==> config.mk <==
export PLATFORM = sky130hd
export DESIGN_NAME = tomasulo_alu_core
export DESIGN_NICKNAME = d
export VERILOG_FILES = /design/src/hw/tomasulo_pkg.sv /design/src/hw/rv_isa_pkg.sv /design/src/hw/tomasulo_alu_core.sv /design/src/hw/alu_exec.sv /design/src/hw/reservation_station.sv /design/src/hw/rename_issue.sv
export SDC_FILE = /design/constraint.sdc
export NUM_CORES = 2
export LEC_CHECK = 0
export BUFFER_PORTS_ARGS = -buffer_cell sky130_fd_sc_hd__buf_4
export CORE_MARGIN = 3
export CORE_UTILIZATION = 30
export CTS_CLUSTER_SIZE = 24
export DETAILED_ROUTE_END_ITERATION = 12
export HOLD_SLACK_MARGIN = 0.05
export PLACE_DENSITY_LB_ADDON = 0.2
export SKIP_LAST_GASP = 1
export SLEW_MARGIN = 20
export SYNTH_ARGS = -nofsm -noshare
export SYNTH_HDL_FRONTEND = slang
export SYNTH_SLANG_ARGS = --single-unit
==> constraint.sdc <==
create_clock -name clk -period 5.8 [get_ports clk]
set_clock_uncertainty 0.1 [all_clocks]
set_input_delay 1.16 -clock clk [delete_from_list [all_inputs] [get_ports clk]]
set_output_delay 1.16 -clock clk [all_outputs]
set_load 0.05 [all_outputs]
==> src/hw/tomasulo_pkg.sv <==
`default_nettype none

// --------------------------------------------------------------------------
// Renaming and scheduling types
// --------------------------------------------------------------------------

package tomasulo_pkg;

	localparam int TAG_W = 4;                            // Rename tag width

	typedef logic [TAG_W-1:0] tag_t;                     // Tag k names entry k-1

	localparam tag_t TAG_NONE = '0;                      // Value present, no producer

	// Tag zero is reserved, so one less than the tag space
	localparam int MAX_RS_DEPTH = (1 << TAG_W) - 1;

	localparam int ALU_STAGES = 2;                       // ALU pipeline registers

endpackage

`default_nettype wire

==> src/hw/rv_isa_pkg.sv <==
`default_nettype none

// --------------------------------------------------------------------------
// ISA level types shared by the core and its instruction source
// --------------------------------------------------------------------------

package rv_isa_pkg;

	localparam int XLEN     = 32;                        // Data path width
	localparam int NUM_REGS = 32;                        // x0 to x31
	localparam int SHAMT_W  = 5;                         // RV32 shift amount bits

	typedef logic [XLEN-1:0]             word_t;         // Register or operand value
	typedef logic [$clog2(NUM_REGS)-1:0] reg_addr_t;     // Architectural register index
	typedef logic [SHAMT_W-1:0]          shamt_t;        // Low bits of operand b

	// Integer ALU operations from the decoder
	typedef enum logic [3:0] {
		alu_add  = 4'd0,                                 // a + b
		alu_sub  = 4'd1,                                 // a - b
		alu_and  = 4'd2,
		alu_or   = 4'd3,
		alu_xor  = 4'd4,
		alu_sll  = 4'd5,                                 // Logical left
		alu_srl  = 4'd6,                                 // Logical right
		alu_sra  = 4'd7,                                 // Arithmetic right
		alu_slt  = 4'd8,                                 // Signed compare
		alu_sltu = 4'd9                                  // Unsigned compare
	} alu_op_e;

endpackage

`default_nettype wire
==> src/hw/tomasulo_alu_core.sv <==
`default_nettype none
`timescale 1ns/100ps

module tomasulo_alu_core #(
	parameter int RS_DEPTH = 4                           // Station entries
) (
	input  logic                  clk,
	input  logic                  rst,
	// Decoded instruction input
	input  logic                  inst_valid,
	input  logic                  inst_use_imm,
	input  rv_isa_pkg::alu_op_e   inst_op,
	input  rv_isa_pkg::reg_addr_t inst_rd,
	input  rv_isa_pkg::reg_addr_t inst_rs1,
	input  rv_isa_pkg::reg_addr_t inst_rs2,
	input  rv_isa_pkg::word_t     inst_imm,
	output logic                  inst_ready,
	// Result broadcast
	output logic                  cdb_valid,
	output tomasulo_pkg::tag_t    cdb_tag,
	output rv_isa_pkg::word_t     cdb_data,
	// Register read-back
	input  rv_isa_pkg::reg_addr_t reg_rd_addr,
	output rv_isa_pkg::word_t     reg_rd_data,
	output logic                  reg_rd_busy
);

	// ----------------------------------------------------------------------
	// Issue and dispatch wiring
	// ----------------------------------------------------------------------

	logic                issue_valid;
	rv_isa_pkg::alu_op_e issue_op;
	tomasulo_pkg::tag_t  issue_q1;
	tomasulo_pkg::tag_t  issue_q2;
	rv_isa_pkg::word_t   issue_v1;
	rv_isa_pkg::word_t   issue_v2;
	logic                issue_ready;                  // Station has room
	tomasulo_pkg::tag_t  issue_tag;                    // Rename tag for rd

	logic                disp_valid;                   // Valid only, ALU never stalls
	rv_isa_pkg::alu_op_e disp_op;
	rv_isa_pkg::word_t   disp_a;
	rv_isa_pkg::word_t   disp_b;
	tomasulo_pkg::tag_t  disp_tag;

	// Rename and issue
	rename_issue i_rename (
		.clk          (clk),
		.rst          (rst),
		.inst_valid   (inst_valid),
		.inst_use_imm (inst_use_imm),
		.inst_op      (inst_op),
		.inst_rd      (inst_rd),
		.inst_rs1     (inst_rs1),
		.inst_rs2     (inst_rs2),
		.inst_imm     (inst_imm),
		.inst_ready   (inst_ready),
		.issue_valid  (issue_valid),
		.issue_op     (issue_op),
		.issue_q1     (issue_q1),
		.issue_q2     (issue_q2),
		.issue_v1     (issue_v1),
		.issue_v2     (issue_v2),
		.issue_ready  (issue_ready),
		.issue_tag    (issue_tag),
		.cdb_valid    (cdb_valid),                     // Bus snoop
		.cdb_tag      (cdb_tag),
		.cdb_data     (cdb_data),
		.reg_rd_addr  (reg_rd_addr),
		.reg_rd_data  (reg_rd_data),
		.reg_rd_busy  (reg_rd_busy)
	);

	// Waiting instructions
	reservation_station #(
		.RS_DEPTH (RS_DEPTH)
	) i_rs (
		.clk         (clk),
		.rst         (rst),
		.issue_valid (issue_valid),
		.issue_op    (issue_op),
		.issue_q1    (issue_q1),
		.issue_q2    (issue_q2),
		.issue_v1    (issue_v1),
		.issue_v2    (issue_v2),
		.issue_ready (issue_ready),
		.issue_tag   (issue_tag),
		.cdb_valid   (cdb_valid),
		.cdb_tag     (cdb_tag),
		.cdb_data    (cdb_data),
		.disp_valid  (disp_valid),
		.disp_op     (disp_op),
		.disp_a      (disp_a),
		.disp_b      (disp_b),
		.disp_tag    (disp_tag)
	);

	// Single writer of the bus
	alu_exec i_alu (
		.clk        (clk),
		.rst        (rst),
		.disp_valid (disp_valid),
		.disp_op    (disp_op),
		.disp_a     (disp_a),
		.disp_b     (disp_b),
		.disp_tag   (disp_tag),
		.cdb_valid  (cdb_valid),
		.cdb_tag    (cdb_tag),
		.cdb_data   (cdb_data)
	);

endmodule

`default_nettype wire

==> src/hw/alu_exec.sv <==
`default_nettype none
`timescale 1ns/100ps

module alu_exec (
	input  logic                clk,
	input  logic                rst,
	// Dispatch from the station
	input  logic                disp_valid,
	input  rv_isa_pkg::alu_op_e disp_op,
	input  rv_isa_pkg::word_t   disp_a,
	input  rv_isa_pkg::word_t   disp_b,
	input  tomasulo_pkg::tag_t  disp_tag,
	// Common data bus
	output logic                cdb_valid,
	output tomasulo_pkg::tag_t  cdb_tag,
	output rv_isa_pkg::word_t   cdb_data
);

	localparam int res_regs = tomasulo_pkg::ALU_STAGES - 1;  // Registers after stage one

	logic                s1_valid;                     // Operand stage
	rv_isa_pkg::alu_op_e s1_op;
	rv_isa_pkg::word_t   s1_a;
	rv_isa_pkg::word_t   s1_b;
	tomasulo_pkg::tag_t  s1_tag;

	rv_isa_pkg::shamt_t  shamt;
	rv_isa_pkg::word_t   result;

	logic                res_valid [res_regs];         // Result stages
	tomasulo_pkg::tag_t  res_tag   [res_regs];
	rv_isa_pkg::word_t   res_data  [res_regs];

	// ----------------------------------------------------------------------
	// Compute
	// ----------------------------------------------------------------------

	assign shamt = s1_b[rv_isa_pkg::SHAMT_W-1:0];          // RV32 uses low 5 bits

	always_comb begin
		case (s1_op)
			rv_isa_pkg::alu_add:  result = s1_a + s1_b;
			rv_isa_pkg::alu_sub:  result = s1_a - s1_b;
			rv_isa_pkg::alu_and:  result = s1_a & s1_b;
			rv_isa_pkg::alu_or:   result = s1_a | s1_b;
			rv_isa_pkg::alu_xor:  result = s1_a ^ s1_b;
			rv_isa_pkg::alu_sll:  result = s1_a << shamt;
			rv_isa_pkg::alu_srl:  result = s1_a >> shamt;
			rv_isa_pkg::alu_sra:  result = rv_isa_pkg::word_t'($signed(s1_a) >>> shamt);
			rv_isa_pkg::alu_slt:  result = rv_isa_pkg::word_t'($signed(s1_a) < $signed(s1_b));
			rv_isa_pkg::alu_sltu: result = rv_isa_pkg::word_t'(s1_a < s1_b);
			default:              result = '0;         // Unused encodings
		endcase
	end

	// ----------------------------------------------------------------------
	// Pipeline registers
	// ----------------------------------------------------------------------

	always_ff @(posedge clk) begin
		if (rst) begin
			s1_valid <= 1'b0;
			for (int k = 0; k < res_regs; k++) begin
				res_valid[k] <= 1'b0;
			end
		end else begin
			s1_valid     <= disp_valid;                // Never stalls
			res_valid[0] <= s1_valid;
			for (int k = 1; k < res_regs; k++) begin
				res_valid[k] <= res_valid[k-1];
			end
		end
	end

	always_ff @(posedge clk) begin
		s1_op       <= disp_op;
		s1_a        <= disp_a;
		s1_b        <= disp_b;
		s1_tag      <= disp_tag;
		res_tag[0]  <= s1_tag;
		res_data[0] <= result;
		for (int k = 1; k < res_regs; k++) begin
			res_tag[k]  <= res_tag[k-1];
			res_data[k] <= res_data[k-1];
		end
	end

	// Last stage drives the bus
	assign cdb_valid = res_valid[res_regs-1];
	assign cdb_tag   = res_tag[res_regs-1];
	assign cdb_data  = res_data[res_regs-1];

endmodule

`default_nettype wire

==> src/hw/reservation_station.sv <==
`default_nettype none
`timescale 1ns/100ps

module reservation_station #(
	parameter int RS_DEPTH = 4                           // Entry count
) (
	input  logic                clk,
	input  logic                rst,
	// Issue from rename
	input  logic                issue_valid,
	input  rv_isa_pkg::alu_op_e issue_op,
	input  tomasulo_pkg::tag_t  issue_q1,
	input  tomasulo_pkg::tag_t  issue_q2,
	input  rv_isa_pkg::word_t   issue_v1,
	input  rv_isa_pkg::word_t   issue_v2,
	output logic                issue_ready,
	output tomasulo_pkg::tag_t  issue_tag,
	// Common data bus
	input  logic                cdb_valid,
	input  tomasulo_pkg::tag_t  cdb_tag,
	input  rv_isa_pkg::word_t   cdb_data,
	// Dispatch to the ALU
	output logic                disp_valid,
	output rv_isa_pkg::alu_op_e disp_op,
	output rv_isa_pkg::word_t   disp_a,
	output rv_isa_pkg::word_t   disp_b,
	output tomasulo_pkg::tag_t  disp_tag
);

	// Never more entries than tags can name
	localparam int n_entries = (RS_DEPTH < tomasulo_pkg::MAX_RS_DEPTH) ?
	                           RS_DEPTH : tomasulo_pkg::MAX_RS_DEPTH;

	// ----------------------------------------------------------------------
	// Entry storage
	// ----------------------------------------------------------------------

	logic                busy       [n_entries];       // Holds an instruction
	logic                dispatched [n_entries];       // Sent to ALU, result pending
	rv_isa_pkg::alu_op_e op         [n_entries];
	tomasulo_pkg::tag_t  q1         [n_entries];       // Operand a producer
	tomasulo_pkg::tag_t  q2         [n_entries];       // Operand b producer
	rv_isa_pkg::word_t   v1         [n_entries];
	rv_isa_pkg::word_t   v2         [n_entries];

	logic [n_entries-1:0] free_vec;
	logic [n_entries-1:0] ready_vec;
	int                   free_idx;                    // Lowest free entry
	int                   disp_idx;                    // Lowest ready entry
	logic                 issue_fire;

	// Index of the lowest set request bit
	function automatic int lowest_index(input logic [n_entries-1:0] req);
		int idx;
		idx = 0;
		for (int i = n_entries - 1; i >= 0; i--) begin
			if (req[i]) begin
				idx = i;
			end
		end
		return idx;
	endfunction

	// ----------------------------------------------------------------------
	// Priority finders
	// ----------------------------------------------------------------------

	always_comb begin
		for (int i = 0; i < n_entries; i++) begin
			free_vec[i]  = ~busy[i];
			ready_vec[i] = busy[i] & ~dispatched[i] &
			               (q1[i] == tomasulo_pkg::TAG_NONE) &
			               (q2[i] == tomasulo_pkg::TAG_NONE);   // Both operands in hand
		end
	end

	assign free_idx    = lowest_index(free_vec);
	assign disp_idx    = lowest_index(ready_vec);

	assign issue_ready = |free_vec;
	assign issue_tag   = tomasulo_pkg::tag_t'(free_idx + 1);  // Tag is index plus one
	assign issue_fire  = issue_valid & issue_ready;

	assign disp_valid  = |ready_vec;
	assign disp_op     = op[disp_idx];
	assign disp_a      = v1[disp_idx];
	assign disp_b      = v2[disp_idx];
	assign disp_tag    = tomasulo_pkg::tag_t'(disp_idx + 1);

	// ----------------------------------------------------------------------
	// Entry control
	// ----------------------------------------------------------------------

	always_ff @(posedge clk) begin
		if (rst) begin
			for (int i = 0; i < n_entries; i++) begin
				busy[i]       <= 1'b0;
				dispatched[i] <= 1'b0;
			end
		end else begin
			for (int i = 0; i < n_entries; i++) begin
				if (busy[i] && cdb_valid && (cdb_tag == tomasulo_pkg::tag_t'(i + 1))) begin
					busy[i] <= 1'b0;                       // Own result broadcast, tag free
				end
			end
			if (disp_valid) begin
				dispatched[disp_idx] <= 1'b1;
			end
			if (issue_fire) begin
				busy[free_idx]       <= 1'b1;
				dispatched[free_idx] <= 1'b0;
			end
		end
	end

	// Operand capture and entry write
	always_ff @(posedge clk) begin
		for (int i = 0; i < n_entries; i++) begin
			if (busy[i] && cdb_valid) begin
				if ((q1[i] != tomasulo_pkg::TAG_NONE) && (q1[i] == cdb_tag)) begin
					q1[i] <= tomasulo_pkg::TAG_NONE;
					v1[i] <= cdb_data;
				end
				if ((q2[i] != tomasulo_pkg::TAG_NONE) && (q2[i] == cdb_tag)) begin
					q2[i] <= tomasulo_pkg::TAG_NONE;
					v2[i] <= cdb_data;
				end
			end
		end
		if (issue_fire) begin
			op[free_idx] <= issue_op;                      // Operands already bypassed
			q1[free_idx] <= issue_q1;
			q2[free_idx] <= issue_q2;
			v1[free_idx] <= issue_v1;
			v2[free_idx] <= issue_v2;
		end
	end

endmodule

`default_nettype wire

==> src/hw/rename_issue.sv <==
`default_nettype none
`timescale 1ns/100ps

module rename_issue (
	input  logic                  clk,
	input  logic                  rst,
	// Decoded instruction from the source
	input  logic                  inst_valid,
	input  logic                  inst_use_imm,        // Operand b is the immediate
	input  rv_isa_pkg::alu_op_e   inst_op,
	input  rv_isa_pkg::reg_addr_t inst_rd,
	input  rv_isa_pkg::reg_addr_t inst_rs1,
	input  rv_isa_pkg::reg_addr_t inst_rs2,
	input  rv_isa_pkg::word_t     inst_imm,
	output logic                  inst_ready,
	// Issue towards the reservation station
	output logic                  issue_valid,
	output rv_isa_pkg::alu_op_e   issue_op,
	output tomasulo_pkg::tag_t    issue_q1,
	output tomasulo_pkg::tag_t    issue_q2,
	output rv_isa_pkg::word_t     issue_v1,
	output rv_isa_pkg::word_t     issue_v2,
	input  logic                  issue_ready,         // Free entry available
	input  tomasulo_pkg::tag_t    issue_tag,           // Tag of that entry
	// Common data bus
	input  logic                  cdb_valid,
	input  tomasulo_pkg::tag_t    cdb_tag,
	input  rv_isa_pkg::word_t     cdb_data,
	// Read-back port
	input  rv_isa_pkg::reg_addr_t reg_rd_addr,
	output rv_isa_pkg::word_t     reg_rd_data,
	output logic                  reg_rd_busy
);

	// ----------------------------------------------------------------------
	// Tagged register file
	// ----------------------------------------------------------------------

	rv_isa_pkg::word_t  reg_val [rv_isa_pkg::NUM_REGS];    // Committed values
	tomasulo_pkg::tag_t reg_tag [rv_isa_pkg::NUM_REGS];    // Pending producer

	logic               accept;                            // Handshake this cycle
	tomasulo_pkg::tag_t rs1_tag;
	tomasulo_pkg::tag_t rs2_tag;
	logic               rs1_hit;                           // rs1 producer on the bus now
	logic               rs2_hit;

	// Ready simply mirrors the station
	assign inst_ready  = issue_ready;
	assign issue_valid = inst_valid;
	assign issue_op    = inst_op;
	assign accept      = inst_valid & issue_ready;

	// ----------------------------------------------------------------------
	// Operand read with same-cycle bus bypass
	// ----------------------------------------------------------------------

	assign rs1_tag = reg_tag[inst_rs1];
	assign rs2_tag = reg_tag[inst_rs2];

	assign rs1_hit = cdb_valid && (rs1_tag != tomasulo_pkg::TAG_NONE) && (rs1_tag == cdb_tag);
	assign rs2_hit = cdb_valid && (rs2_tag != tomasulo_pkg::TAG_NONE) && (rs2_tag == cdb_tag);

	assign issue_q1 = rs1_hit ? tomasulo_pkg::TAG_NONE : rs1_tag;
	assign issue_v1 = rs1_hit ? cdb_data : reg_val[inst_rs1];

	// Immediate always counts as resolved
	assign issue_q2 = (inst_use_imm || rs2_hit) ? tomasulo_pkg::TAG_NONE : rs2_tag;
	assign issue_v2 = inst_use_imm ? inst_imm :
	                  rs2_hit      ? cdb_data : reg_val[inst_rs2];

	// ----------------------------------------------------------------------
	// Rename and writeback
	// ----------------------------------------------------------------------

	always_ff @(posedge clk) begin
		if (rst) begin
			for (int i = 0; i < rv_isa_pkg::NUM_REGS; i++) begin
				reg_val[i] <= '0;                          // Architectural state cleared
				reg_tag[i] <= tomasulo_pkg::TAG_NONE;
			end
		end else begin
			// x0 is never touched
			for (int i = 1; i < rv_isa_pkg::NUM_REGS; i++) begin
				if (cdb_valid && (reg_tag[i] != tomasulo_pkg::TAG_NONE) &&
				    (reg_tag[i] == cdb_tag)) begin
					reg_val[i] <= cdb_data;                // Producer finished
					reg_tag[i] <= tomasulo_pkg::TAG_NONE;
				end
			end
			if (accept && (inst_rd != '0)) begin
				reg_tag[inst_rd] <= issue_tag;             // Later write wins over bus clear
			end
		end
	end

	// Combinational read-back
	assign reg_rd_data = reg_val[reg_rd_addr];
	assign reg_rd_busy = (reg_tag[reg_rd_addr] != tomasulo_pkg::TAG_NONE);

endmodule

`default_nettype wire

Word-level counts from Yosys, hierarchy flattened --
Memory sizes are Yosys's and may differ from the RTL's. A register that Yosys moved wholly into a read port is not among the register bits. Cells that the tools add are included.
Word-level totals: register bits after elaboration 4, RAM bits 1468, input port bits 60, output and inout port bits 71, logic and storage cells 666, memories 12
Cells by class: add/subtract/negate cells 4, order comparisons 2, eq/ne operators 85, shift-type cells 3, muxes and demuxes 233, bitwise logic cells 183, reduce and logical (&&, ||, !) cells 142
Memory list:
- i_rename.reg_val | depth 32, width 32, rd ports 3, clocked after memory_dff 0, wr ports 32, RTL line rename_issue.sv:39 | rv_isa_pkg::word_t reg_val [rv_isa_pkg::NUM_REGS];
- i_rs.v1 | depth 4, width 32, rd ports 1, clocked after memory_dff 1, wr ports 5, RTL line reservation_station.sv:43 | rv_isa_pkg::word_t v1 [n_entries];
- i_rs.v2 | depth 4, width 32, rd ports 1, clocked after memory_dff 1, wr ports 5, RTL line reservation_station.sv:44 | rv_isa_pkg::word_t v2 [n_entries];
- i_rename.reg_tag | depth 32, width 3, rd ports 34, clocked after memory_dff 0, wr ports 32, RTL line rename_issue.sv:40 | tomasulo_pkg::tag_t reg_tag [rv_isa_pkg::NUM_REGS];
- i_alu.res_data | depth 1, width 32, rd ports 1, clocked after memory_dff 0, wr ports 1, RTL line alu_exec.sv:32 | rv_isa_pkg::word_t res_data [res_regs];
- i_rs.op | depth 4, width 4, rd ports 1, clocked after memory_dff 1, wr ports 1, RTL line reservation_station.sv:40 | rv_isa_pkg::alu_op_e op [n_entries];
- +6 memories
Operator list (count):
- 32-bit two-way mux | 34
- 32-bit case mux with 10 select lines | 1
- 4-bit nonzero test | 42
- 4-bit equality test | 41
- 5-bit equality test, first input constant | 31
- 1-bit two-way mux | 153
- 3-bit two-way mux | 32
- 1-bit logical AND | 83
- 1-bit bitwise AND | 75
- 1-bit OR | 66
- 32-bit < comparator | 2
- 1-bit NOT | 39
- 4-bit logical NOT | 9
- 32-bit adder | 1
- 32-bit bitwise AND | 1
- 32-bit OR | 1
- 32-bit by 5-bit left shift with 32-bit output | 1
- 32-bit by 5-bit right shift with 32-bit output | 1
- 32-bit by 5-bit >>> shifter with 32-bit output | 1
- 32-bit subtractor | 1
- 32-bit XOR | 1
- 4-bit by 3-bit equality test with 1-bit output, second input constant | 5
- 2-bit two-way mux | 10
- 4-bit by 2-bit equality test with 1-bit output, second input constant | 4
- 10 further kinds | 17

Logic depth before layout (Yosys ltp) --
An unclocked memory read counts as a cell.
depth after elaboration 11, depth in mapped cells 15, gate-level depth less buffers 13

Hierarchy --
From an unflattened synthesis, not the netlist that was laid out.
Second synthesis, totals: cells, all modules 7192, area total of the unflattened synthesis 93365.8 sq um
By module, submodules not included:
- rename_issue | instances 1, cells an instance 4305, area each 67457.2 sq um, seq. area each 33632.3 sq um
- reservation_station | instances 1, cells an instance 1479, area each 14893.0 sq um, seq. area each 9288.9 sq um
- alu_exec | instances 1, cells an instance 1408, area each 11015.6 sq um, seq. area each 2202.1 sq um

Worst setup path before layout --
OpenSTA, ideal clock, no wires.
kind register to register, start mem i_alu.res_tag[0][2] (netlist name), end mem i_rs.q2[2][0] (netlist name) (enable), library setup time 0.480 ns, arrival 4.737 ns, required time 5.220 ns, slack 0.483 ns, cell stages (with the launch flop) 8, buffers on the path 3, period minus slack after synthesis 5.317 ns, cells stage by stage dfxtp_1 -> clkbuf_1 -> clkbuf_1 -> buf_1 -> a21oi_1 -> nor3_1 -> a31oi_1 -> o31ai_1
RTL lines:
- start, declared | RTL line alu_exec.sv:31 | tomasulo_pkg::tag_t res_tag [res_regs];
- end, declared | RTL line reservation_station.sv:42 | tomasulo_pkg::tag_t q2 [n_entries];

Final worst setup path --
start in reg_rd_addr[0], end out reg_rd_data[26]
Between the ends: word-level cells in the longest chain between the ends 1
Ends and longest elaborated chain:
- start, declared | RTL line tomasulo_alu_core.sv:23 | input rv_isa_pkg::reg_addr_t reg_rd_addr,
- memory read 32 x 32 bit
- end, declared | RTL line tomasulo_alu_core.sv:24 | output rv_isa_pkg::word_t reg_rd_data,
Every way passes these cells.

==> impl_metrics.ini <==
[outcome]
status = finished, final reports clean

[clock_tree]
path_clk_slew_ps = 60
cts_tree = built
clockBufferDepth = 4
cts_repair_resize_count = 0
cts.htree.levels = 4
post_cts_buffers = 0
clock-sinks = 1500
cts_buffers = 186
clkLatencyLatePin_ps = 880
cts-root-buf = clkbuf_16
cts_hold_buf = 0

[drt]
viasPerCell = 6.05
antenna_left = 0
drc = 0
dr.pass1.iters = 6
via_count = 63900
post_drt_wl_per_cell_um = 34.0
routed_wl_um = 359000
drt_iter0_drc = 7914

[critical_path]
worstReg2RegEnd = i_alu.res_data[0][30]$_DFF_P_
crit_fanout = 40
crit_path_end_kind = primary output
reg2reg_slack_ps = 1320
reg2reg_depth = 12
worstSetupStartpointType = input pin
worst_ep_arrival_time_ps = 3750
required_ps = 4540
reg2reg_from = i_alu.s1_b[0]$_DFF_P_
timing_worst_setup_path_type = input pin to primary output

[grt]
grt.total_usage_pct = 22.8
grt_overflow = 0
grt_pass1_wl_um = 503000
grt_max_degree = 98
grt_pass1_vias = 62600
antenna_found_initial = 23

[worst_hold_path]
hold_path_end = i_alu.res_tag[0][2]$_DFF_P_
hold_depth = 0
hp-start = i_alu.s1_tag[2]$_DFF_P_
hold_path.class = flip-flop to flip-flop

[sta]
hold_viol = 0
fmax_ghz = 0.200
slew_violations = 0
worstMarginPinSlew_ps = 1170
period_needed_ps = 5010
period_share_pct = 86.4
rsz0062_at_grt = false
fin_tns_setup_ps = 0
setup_violations = 0
slew_headroom_pct = 21.9

[pwr]
combPwrFrac_pct = 21.5
irDropWorstVdd_mv = 0.209
p_switching_mw = 9.67
p_sw_share_pct = 30.3
p_leak_nw = 34.5
p_clk_share_pct = 36.2
cellInternalPower_mw = 22.3
pwr-share-seq_pct = 42.3
power.density_nw_per_um2 = 313

[job]
cap_violations = 0

[floorplanning]
initial_core_util_pct = 30.2
boundaryPins = 131
die_w_um = 554
dieArea_um2 = 307000
fp.dieH_um = 554
core_um2 = 298000
fp-row-count = 200

[yosys]
post-synth-top-count-cell = edfxtp_1
ys.warnings.count = 0
seq_area_frac_synth_pct = 48.7
async_reset_ff_share_pct = 0
ys_top_cells_by_count = edfxtp_1 (1384), mux4_2 (928), nor2_1 (847)
ys_top_cells_by_area = edfxtp_1 (46%), mux4_2 (23%), nor2_1 (3.5%), mux2_2 (3.5%), dfxtp_1 (2.6%)
synth_top_area_share_pct = 46.1
avgSynthCellArea_um2 = 13.7
syn_inst = 6586
ys_ff_latch = 1500
synth-main-ff-cell = edfxtp_1
yosysTopAreaCell = edfxtp_1
synthesis.area_um2 = 90100
ys_types = 80
synth_edf_count = 1384

[layout]
drive_gt1_share_pct = 30.3
final_nets = 6642
fin_cells = 10600
area.growth.synth_to_final_pct = 13.4

[placed_design]
port_buffers = 129
hpwlAfterDp_um = 226000
place_inst = 10200
gp_routability_congestion = 0.909
-- metrics by stage --
stage          hold slack [ps]  area [um^2]  util [%]  setup slack [ps]  total power [mW]
6_report                   224       102000      34.3               788              31.9
5_1_grt                    231       102000      34.3               681              33.1
4_1_cts                    224       102000      34.3               743              32.1
3_5_place_dp               216        96200      32.3               747              20.5
3_3_place_gp               214        96200      32.3               774              20.4
2_1_floorplan              210        90100         -               483              17.9
-- sequential cells by signal, indices dropped and copies added, names as in the netlist, 12 cells and up --
register	flops
i_alu.res_data	32
i_alu.s1_a	32
i_alu.s1_b	32
i_rename.reg_tag	96
i_rename.reg_val	992
i_rs.op	16
i_rs.q1	12
i_rs.q2	12
i_rs.v1	128
i_rs.v2	128
-- worst max-delay path, stage by stage --
cell	delay (ps)
buf_8	250
nor2b_4	830
buf_4	510
a22o_1	230
mux4_2	290
mux2_2	220
buf_4	210
-- per-layer routing --
metal  global-route usage (%)  up-vias  routed length [um]
met1                     30.5    33600              145000
met3                     4.12      709               29500
li1                         -    26100                   -
met4                     8.71        6               14700
met5                        0        -                  41
met2                     36.8     3484              170000
-- area by class of cell --
cell class | count | area (um^2)
Antenna cell | 12 | 30.0
Clock buffer | 233 | 4980
Clock inverter | 92 | 885
Fill cell | 28700 | 196000
Inverter | 141 | 531
Multi-Input combinational cell | 4274 | 43200
Sequential cell | 1500 | 43900
Tap cell | 3939 | 4930
Timing Repair Buffer | 376 | 3610
-- cells by family (layout without fill, tap and decap cells) --
| logic type | count (synthesis) | in the layout | synth area share (%) |
|---|---|---|---|
| adders and majority gates | 103 | 103 | 1.45 |
| xor gates and xnor gates | 87 | 87 | 0.846 |
| buffers and inverters | 815 | 842 | 3.74 |
| DFF | 1500 | 1500 | 48.7 |
| muxes | 1444 | 1444 | 29.5 |
| and+or+nand+nor | 1389 | 1389 | 6.77 |
| other | 1 | 16 | 0.00416 |
| AOI/OAI and AO/OA | 1247 | 1247 | 8.98 |
-- power groups by stage --
stage | clock [mW] | sequential, mW | combinational (mW)
5_1_grt | 12.2 | 13.6 | 7.26
6_report | 11.6 | 13.5 | 6.88
4_1_cts | 11.8 | 13.5 | 6.82
3_3_place_gp | 0 | 13.7 | 6.77
2_1_floorplan | 0 | 13.5 | 4.40
3_5_place_dp | 0 | 13.7 | 6.80
-- worst max path at each step --
stage	startpoint	to	slack (ps)	depth (start not counted)
CTS	reg_rd_addr[0]	reg_rd_data[27]	740	6
global route	reg_rd_addr[0]	reg_rd_data[27]	680	6
finish	reg_rd_addr[0]	reg_rd_data[26]	790	7
global placement	reg_rd_addr[0]	reg_rd_data[27]	770	6
floorplan	i_alu.res_tag[0][2]$_DFF_P_	i_rs.q2[2][0]$_SDFFCE_PN0P_	480	7
detailed placement	reg_rd_addr[0]	reg_rd_data[27]	750	6
-- cells in the final DEF, fill, tap and decap left out, types with 37 or more instances in the layout --
cell type,n
buf_4,309
o21ai_0,208
buf_12,57
mux2_2,282
dfxtp_1,110
xnor2_1,66
nor2_1,844
nor3_1,69
mux4_2,928
inv_1,134
edfxtp_1,1384
a221oi_1,51
a21oi_1,293
nand2b_1,80
nand2_1,166
ha_1,101
clkbuf_1,37
clkbuf_16,190
a22oi_1,82
a22o_1,95
o22ai_1,263
mux2i_1,196
Power figures use the tool's default switching activity.
